<file path="config.mk">
export PLATFORM = sky130hd
export DESIGN_NAME = obi_integrity_monitor
export DESIGN_NICKNAME = d
export VERILOG_FILES = /design/src/integrity_pkg.sv /design/src/req_sampler.sv /design/src/achk_calc.sv /design/src/alert_collector.sv /design/src/obi_integrity_monitor.sv
export SDC_FILE = /design/constraint.sdc
export NUM_CORES = 1
export LEC_CHECK = 0
export BUFFER_PORTS_ARGS = -buffer_cell sky130_fd_sc_hd__clkbuf_2
export CAP_MARGIN = 20
export CORE_MARGIN = 3
export CORE_UTILIZATION = 54
export DETAILED_ROUTE_END_ITERATION = 12
export PLACE_DENSITY = 0.92
export SYNTH_ARGS = -nofsm -noshare
export SYNTH_HDL_FRONTEND = slang
export SYNTH_SLANG_ARGS = --single-unit
export TNS_END_PERCENT = 10
</file>
<file path="constraint.sdc">
create_clock -name clk -period 7.7 [get_ports clk]
set_input_delay 1.155 -clock clk [delete_from_list [all_inputs] [get_ports clk]]
set_output_delay 1.155 -clock clk [all_outputs]
set_load 0.02 [all_outputs]
</file>
<file path="src/integrity_pkg.sv">
////////////////////
// Widths follow a 32-bit OBI request channel with a 12-bit address checksum
// Instruction fetches are taken as full-word reads with fixed attributes
////////////////////
`default_nettype none

package integrity_pkg;

  ////////////////////
  // Bus field widths
  ////////////////////

  // Address and write data are both one 32-bit word
  localparam int unsigned ADDR_W    = 32;
  localparam int unsigned DATA_W    = 32;

  // One enable bit per byte of write data
  localparam int unsigned BE_W      = 4;
  localparam int unsigned MEMTYPE_W = 2;
  localparam int unsigned PROT_W    = 3;

  // Twelve parity groups make up the address-phase checksum
  localparam int unsigned ACHK_W    = 12;

  // The error counter saturates at its all-ones value
  localparam int unsigned CNT_W     = 8;

  // A fetch always reads the whole word
  localparam logic [BE_W-1:0] INSTR_BE = '1;

  ////////////////////
  // Structured signals
  ////////////////////

  // One request channel as the core drives it in the address phase
  typedef struct packed {
    logic                 req;
    logic                 reqpar;
    logic [ADDR_W-1:0]    addr;
    logic                 we;
    logic [BE_W-1:0]      be;
    logic [MEMTYPE_W-1:0] memtype;
    logic [PROT_W-1:0]    prot;
    logic                 dbg;
    logic [DATA_W-1:0]    wdata;
    logic [ACHK_W-1:0]    achk;
  } obi_req_t;

  // Received and recomputed integrity values of one channel
  // The req bit travels along so the comparison can be qualified later
  typedef struct packed {
    logic              req;
    logic [ACHK_W-1:0] achk_got;
    logic [ACHK_W-1:0] achk_exp;
    logic              reqpar_got;
    logic              reqpar_exp;
  } chk_item_t;

endpackage

`default_nettype wire

</file>
<file path="src/req_sampler.sv">
////////////////////
// Both channels are captured on every edge without any handshake
// Adds one cycle of latency to the monitor path
////////////////////
`timescale 1ns/1ps
`default_nettype none

module req_sampler (
  input  logic                    clk,
  input  logic                    rst_ni,

  // Request channels straight from the core outputs
  input  integrity_pkg::obi_req_t instr_req_i,
  input  integrity_pkg::obi_req_t data_req_i,

  // Registered copies for the checksum stage
  output integrity_pkg::obi_req_t instr_q_o,
  output integrity_pkg::obi_req_t data_q_o
);

  import integrity_pkg::*;

  ////////////////////
  // Sample registers
  ////////////////////

  // Capture registers for the fetch and the data channel
  obi_req_t instr_q;
  obi_req_t data_q;

  // The instruction channel is sampled whole
  // Its be, we and wdata fields are ignored later by the fetch-side calculator
  always_ff @(posedge clk or negedge rst_ni) begin
    if (!rst_ni) begin
      instr_q <= '0;
    end else begin
      instr_q <= instr_req_i;
    end
  end

  // The data channel is sampled every cycle as well
  // An idle cycle still carries a reqpar value that must be checked
  always_ff @(posedge clk or negedge rst_ni) begin
    if (!rst_ni) begin
      data_q <= '0;
    end else begin
      data_q <= data_req_i;
    end
  end

  ////////////////////
  // Outputs
  ////////////////////

  // Cutting the path here keeps the parity trees off the core output timing
  assign instr_q_o = instr_q;
  assign data_q_o  = data_q;

endmodule

`default_nettype wire

</file>
<file path="src/achk_calc.sv">
////////////////////
// Recomputes achk and reqpar for one channel with one cycle of latency
// INSTR_SIDE replaces be, we and wdata with the fixed fetch values
////////////////////
`timescale 1ns/1ps
`default_nettype none

module achk_calc #(
  // Set for the instruction fetch channel, clear for the data channel
  parameter bit INSTR_SIDE = 1'b0
) (
  input  logic                     clk,
  input  logic                     rst_ni,

  // Registered request from the sampler
  input  integrity_pkg::obi_req_t  req_i,

  // Received and expected integrity values, one cycle later
  output integrity_pkg::chk_item_t item_o
);

  import integrity_pkg::*;

  ////////////////////
  // Effective fields
  ////////////////////

  // Fields that enter the checksum after the fetch substitution
  logic [BE_W-1:0]   be_eff;
  logic              we_eff;
  logic [DATA_W-1:0] wdata_eff;

  // A fetch is a full-word read whatever the port carries
  assign be_eff    = INSTR_SIDE ? INSTR_BE : req_i.be;
  assign we_eff    = INSTR_SIDE ? 1'b0 : req_i.we;
  assign wdata_eff = INSTR_SIDE ? '0 : req_i.wdata;

  ////////////////////
  // Parity groups
  ////////////////////

  // Expected checksum and request parity for this sample
  logic [ACHK_W-1:0] achk_exp;
  logic              reqpar_exp;
  chk_item_t         item_d;
  chk_item_t         item_q;

  // Every checksum bit is the odd parity of its group
  always_comb begin
    achk_exp = '0;
    // Bits 0 to 3 cover the address bytes, lowest byte first
    for (int b = 0; b < ADDR_W / 8; b++) begin
      achk_exp[b] = ~^req_i.addr[8*b +: 8];
    end
    achk_exp[4] = ~^{req_i.prot, req_i.memtype};
    achk_exp[5] = ~^{be_eff, we_eff};
    achk_exp[6] = ~^req_i.dbg;
    // Six reserved zero bits, so this group is always 1
    achk_exp[7] = ~^6'b0;
    // Bits 8 to 11 cover the write data bytes
    for (int b = 0; b < DATA_W / 8; b++) begin
      achk_exp[8 + b] = ~^wdata_eff[8*b +: 8];
    end
  end

  // reqpar is simply the inverse of req
  assign reqpar_exp = ~req_i.req;

  // The received values travel alongside the expected ones
  always_comb begin
    item_d            = '0;
    item_d.req        = req_i.req;
    item_d.achk_got   = req_i.achk;
    item_d.achk_exp   = achk_exp;
    item_d.reqpar_got = req_i.reqpar;
    item_d.reqpar_exp = reqpar_exp;
  end

  ////////////////////
  // Output register
  ////////////////////

  always_ff @(posedge clk or negedge rst_ni) begin
    if (!rst_ni) begin
      item_q <= '0;
    end else begin
      item_q <= item_d;
    end
  end

  assign item_o = item_q;

endmodule

`default_nettype wire

</file>
<file path="src/alert_collector.sv">
////////////////////
// Alerts are one-cycle pulses, sticky flags hold until reset
// The error count adds both channels and saturates at its maximum
////////////////////
`timescale 1ns/1ps
`default_nettype none

module alert_collector (
  input  logic                             clk,
  input  logic                             rst_ni,

  // Check items from the two calculators
  input  integrity_pkg::chk_item_t         instr_item_i,
  input  integrity_pkg::chk_item_t         data_item_i,

  // Alert pulses, one per channel
  output logic                             instr_alert_o,
  output logic                             data_alert_o,

  // Flags that stay set after the first alert
  output logic                             instr_sticky_o,
  output logic                             data_sticky_o,

  // Number of alerts seen so far
  output logic [integrity_pkg::CNT_W-1:0]  err_count_o
);

  import integrity_pkg::*;

  ////////////////////
  // Alert rule
  ////////////////////

  // reqpar is checked in every cycle, idle or not
  // The checksum only counts while req is high
  function automatic logic chk_fail(input chk_item_t item);
    logic par_bad;
    logic achk_bad;
    par_bad  = item.reqpar_got != item.reqpar_exp;
    achk_bad = item.req && (item.achk_got != item.achk_exp);
    return par_bad || achk_bad;
  endfunction

  logic instr_fire;
  logic data_fire;

  assign instr_fire = chk_fail(instr_item_i);
  assign data_fire  = chk_fail(data_item_i);

  ////////////////////
  // Saturating count
  ////////////////////

  // One spare bit catches the carry out of the counter
  logic [CNT_W:0]   cnt_sum;
  logic [CNT_W-1:0] cnt_d;
  logic [CNT_W-1:0] cnt_q;

  assign cnt_sum = {1'b0, cnt_q} + CNT_W'(instr_fire) + CNT_W'(data_fire);

  // Clamp to all ones once the sum runs past the counter range
  assign cnt_d = cnt_sum[CNT_W] ? {CNT_W{1'b1}} : cnt_sum[CNT_W-1:0];

  ////////////////////
  // State
  ////////////////////

  logic instr_alert_q;
  logic data_alert_q;
  logic instr_sticky_q;
  logic data_sticky_q;

  // Pulses, flags and count all change at the same edge
  always_ff @(posedge clk or negedge rst_ni) begin
    if (!rst_ni) begin
      instr_alert_q  <= 1'b0;
      data_alert_q   <= 1'b0;
      instr_sticky_q <= 1'b0;
      data_sticky_q  <= 1'b0;
      cnt_q          <= '0;
    end else begin
      instr_alert_q  <= instr_fire;
      data_alert_q   <= data_fire;
      // Only reset brings a flag back down
      instr_sticky_q <= instr_sticky_q | instr_fire;
      data_sticky_q  <= data_sticky_q | data_fire;
      cnt_q          <= cnt_d;
    end
  end

  assign instr_alert_o  = instr_alert_q;
  assign data_alert_o   = data_alert_q;
  assign instr_sticky_o = instr_sticky_q;
  assign data_sticky_o  = data_sticky_q;
  assign err_count_o    = cnt_q;

endmodule

`default_nettype wire

</file>
<file path="src/obi_integrity_monitor.sv">
////////////////////
// Flags an achk or reqpar error three edges after the request is driven
// A new sample is taken every cycle, there is no back-pressure
////////////////////
`timescale 1ns/1ps
`default_nettype none

module obi_integrity_monitor (
  input  logic                            clk,
  input  logic                            rst_ni,

  // Request channels as driven by the core
  input  integrity_pkg::obi_req_t         instr_req_i,
  input  integrity_pkg::obi_req_t         data_req_i,

  // Alert pulses
  output logic                            instr_alert_o,
  output logic                            data_alert_o,

  // Sticky alert flags
  output logic                            instr_sticky_o,
  output logic                            data_sticky_o,

  // Saturating error count
  output logic [integrity_pkg::CNT_W-1:0] err_count_o
);

  import integrity_pkg::*;

  // Sampled requests and per-channel check items
  obi_req_t  instr_q;
  obi_req_t  data_q;
  chk_item_t instr_item;
  chk_item_t data_item;

  ////////////////////
  // Input side
  ////////////////////

  req_sampler u_req_sampler (
    .clk         (clk),
    .rst_ni      (rst_ni),
    .instr_req_i (instr_req_i),
    .data_req_i  (data_req_i),
    .instr_q_o   (instr_q),
    .data_q_o    (data_q)
  );

  ////////////////////
  // Checksum stages
  ////////////////////

  // Fetch side uses the fixed full-word read attributes
  achk_calc #(
    .INSTR_SIDE (1'b1)
  ) u_instr_achk_calc (
    .clk    (clk),
    .rst_ni (rst_ni),
    .req_i  (instr_q),
    .item_o (instr_item)
  );

  achk_calc #(
    .INSTR_SIDE (1'b0)
  ) u_data_achk_calc (
    .clk    (clk),
    .rst_ni (rst_ni),
    .req_i  (data_q),
    .item_o (data_item)
  );

  ////////////////////
  // Output side
  ////////////////////

  alert_collector u_alert_collector (
    .clk            (clk),
    .rst_ni         (rst_ni),
    .instr_item_i   (instr_item),
    .data_item_i    (data_item),
    .instr_alert_o  (instr_alert_o),
    .data_alert_o   (data_alert_o),
    .instr_sticky_o (instr_sticky_o),
    .data_sticky_o  (data_sticky_o),
    .err_count_o    (err_count_o)
  );

endmodule

`default_nettype wire

</file>
==> flow_metrics.py <==
metrics = {
    "layout": {
        "final_area_um2": 7990,
        "diodes": 0,
        "fin_cells": 703,
        "area_growth_pct": 25.8,
        "n_fill_cell": 694,
        "layout-drive-gt1-share_pct": 33.4,
        "final-seq-area_um2": 5030,
        "layout.nets": 731,
        "multi_input_area_um2": 1300,
    },
    "logic_synthesis": {
        "synthXorXnorAreaFrac_pct": 16.0,
        "synth_top_family_by_area": "XOR/XNOR gates",
        "synthAdderAreaFrac_pct": 0.512,
        "netlist_instances": 372,
        "synth-simple-area-share_pct": 2.91,
        "synth.area.mux_share_pct": 0.158,
        "ys_warn_count": 0,
        "syn-num-nets": 554,
        "synth_seq_cells": 201,
        "synthDistinctLibCells": 24,
        "synth_compound_area_share_pct": 0.866,
        "yosysSeqAreaShare_pct": 79.1,
        "synth.cell_area_um2": 6350,
        "synth.avg_cell_area_um2": 17.1,
    },
    "job": {
        "drv_cap": 0,
    },
    "critical_path": {
        "slowest_stage": "or4_1",
        "path_common_cell": "a21oi_1",
        "critPathTopFamily": "simple AND/OR/NAND/NOR gates",
        "reg2regPathDepth": 10,
        "required_ns": 8.09,
        "path_buf_inv": 0,
        "critical_path_class": "reg2reg",
        "crit_arrival_ns": 3.44,
        "path_cells": "xor2_1 -> or4_1 -> nor4_1 -> a21oi_1 -> fa_1 -> ha_1 -> and3_1 -> nand3_1 -> nor3_1 -> a21oi_1",
        "cp-end-kind": "flop",
        "critical-path-max-stage-delay_ns": 0.56,
        "startpoint_type": "flop",
        "cp_max_fo": 5,
        "cp.depth": 10,
    },
    "clock_network": {
        "numCtsBuffers": 20,
        "cts_setup_buffers": 0,
        "h-tree-depth": 1,
        "clock_latency_ns": 0.47,
        "clk_pin_slew_ns": 0.06,
        "hold_buffers": 0,
        "ctsResizeCount": 0,
        "root_buffer": "clkbuf_16",
        "clk_path_buf_depth": 3,
        "clock_sinks": 201,
        "tritoncts": "built",
    },
    "timing": {
        "finalMaxSlewViolations": 0,
        "relSlewSlack_pct": 37.3,
        "tightest_slew_ns": 0.941,
        "setup_tns_ns": 0,
        "setup-violations-final": 0,
        "finalCriticalPeriod_ns": 3.05,
        "finalCritPeriodShare_pct": 39.6,
        "skew_ns": 0.0112,
        "hold_violations": 0,
        "fmax_mhz": 328,
        "rsz0062_at_grt": "no",
    },
    "floorplan": {
        "die_h_um": 114,
        "ioPinCount": 192,
        "fp-row-count": 38,
        "dieArea_um2": 13100,
        "fp.dieW_um": 114,
        "core_area_um2": 11200,
        "floorplan.initialDensity_pct": 56.9,
    },
    "hold_path": {
        "hold_path.class": "reg2reg",
        "whs_path_depth": 0,
    },
    "global_route": {
        "grt_pass1_vias": 3675,
        "met2_usage_pct": 30.7,
        "grt-ovfl-total": 0,
        "grt_usage_pct": 16.6,
        "top_usage_layer": "met2",
        "met3_usage_pct": 3.28,
        "use_met1_pct": 19.0,
        "grt_start_max_net_pins": 130,
        "antenna_found_initial": 0,
        "grt_pass1_wl_mm": 17.0,
    },
    "detailed_routing": {
        "wl_per_cell_um": 14.8,
        "initialDrtViolationCount": 164,
        "drc": 0,
        "via_count": 3302,
        "via_per_inst": 4.70,
        "dr.pass1.iters": 4,
        "routed_wl_mm": 10.4,
        "antenna_left": 0,
    },
    "pwr": {
        "p_total_mw": 2.46,
        "powerDensity_nw_per_um2": 308,
        "ir_drop_mv": 0.226,
        "p_leak_nw": 3.73,
    },
    "placement": {
        "dpl.hpwl_mm": 7.40,
        "place_congestion": 0.768,
        "placed_cell_area_um2": 7320,
        "io_buffers": 154,
        "dpl.cell_count": 667,
    },
    "outcome": {
        "status": "complete, no violations",
    },
}
==> cell usage in the layout (no fill, tap or decap), types with 2 or more instances in the layout <==
cell type  Yosys  final
or4_1          2      2
nor4_1         3      3
inv_1          6      6
nand2b_1       2      2
clkbuf_16      0     21
nand4_1        3      3
nand2_1        4      4
clkbuf_1       0      4
xnor2_1       97     97
clkbuf_2       0    153
a21oi_1        6      6
o21ai_0        2      2
xor2_1        19     19
dfrtp_1      201    201
and3_1         2      2
nor2_1         8      8
nor3_1         5      5
nand3_1        3      3
clkinv_2       0      3
clkbuf_8       0      7
==> cell usage after synthesis <==
library cell    n  area [um^2]
dfrtp_1       201         5030
xnor2_1        97          850
xor2_1         19          166
nor2_1          8         30.0
a21oi_1         6         30.0
inv_1           6         22.5
nor3_1          5         25.0
nand2_1         4         15.0
nand3_1         3         15.0
nand4_1         3         18.8
nor4_1          3         18.8
and3_1          2         12.5
nand2b_1        2         12.5
o21ai_0         2         10.0
or4_1           2         15.0
a31oi_1         1         6.26
a41oi_1         1         8.76
and4_1          1         8.76
conb_1          1         3.75
fa_1            1         20.0
ha_1            1         12.5
mux2i_1         1         10.0
or2_1           1         6.26
or3_2           1         7.51
==> registers in the layout, indices dropped and copies added, names as in the netlist <==
name and cells:
u_req_sampler.instr_q_o 52, u_data_achk_calc.item_o 27, u_instr_achk_calc.item_o 21, u_alert_collector.data_sticky_o 1, u_req_sampler.data_q_o 89, u_alert_collector.err_count_o 8, u_alert_collector.instr_alert_o 1, u_alert_collector.instr_sticky_o 1
u_alert_collector.data_alert_o 1
==> cell type report <==
cell class                      count  share of cell area (%)
Inverter                            6                   0.282
Clock inverter                      5                   0.673
Clock buffer                       31                    7.79
Timing Repair Buffer              155                    9.85
Tap cell                          140                    2.19
Sequential cell                   201                    62.9
Multi-Input combinational cell    165                    16.3
==> cell families (layout without fill, tap and decap cells) <==
group                      count (synthesis)  in the layout
and+or+nand+nor                           35             35
buffers and inverters                      6            197
AOI/OAI and AO/OA                         10             10
muxes                                      1              1
other                                      1              1
xor gates and xnor gates                 116            116
adders and majority gates                  2              2
DFF                                      201            201
==> final timing paths <==
| check | start | to | slack (ns) |
|---|---|---|---|
| worst max-delay path | u_data_achk_calc.item_o[9] | u_alert_collector.err_count_o[6] | 4.65 |
| worst min-delay path | u_req_sampler.instr_q_o[6] | u_instr_achk_calc.item_o[20] | 0.35 |
| worst max register to register | u_data_achk_calc.item_o[9] | u_alert_collector.err_count_o[6] | 4.65 |
| worst min register to register | u_req_sampler.instr_q_o[6] | u_instr_achk_calc.item_o[20] | 0.35 |
| max in group asynchronous | rst_ni | u_req_sampler.data_q_o[19] | 5.43 |
| min in group asynchronous | rst_ni | u_req_sampler.data_q_o[30] | 0.82 |
==> metal layers <==
metal	vias up	routed length [um]
met5	-	0
met4	0	291
met3	22	638
met2	113	5890
met1	1634	3600
li1	1533	-
==> through the flow <==
stage	worst slack, ns	hold WS [ns]	util [%]
floorplan	5.10	0.331	-
global placement	4.74	0.333	65.5
detailed placement	4.70	0.335	65.5
CTS	4.67	0.347	71.5
global route	4.46	0.353	71.5
finish	4.65	0.345	71.5
==> where the power goes <==
part	internal [mW]	total [mW]	switching (mW)
sequential	1.16	1.22	0.0623
combinational	0.137	0.291	0.154
clock	0.591	0.955	0.364
total	1.88	2.46	0.581
Note: power is estimated with default switching activity, not from simulation.
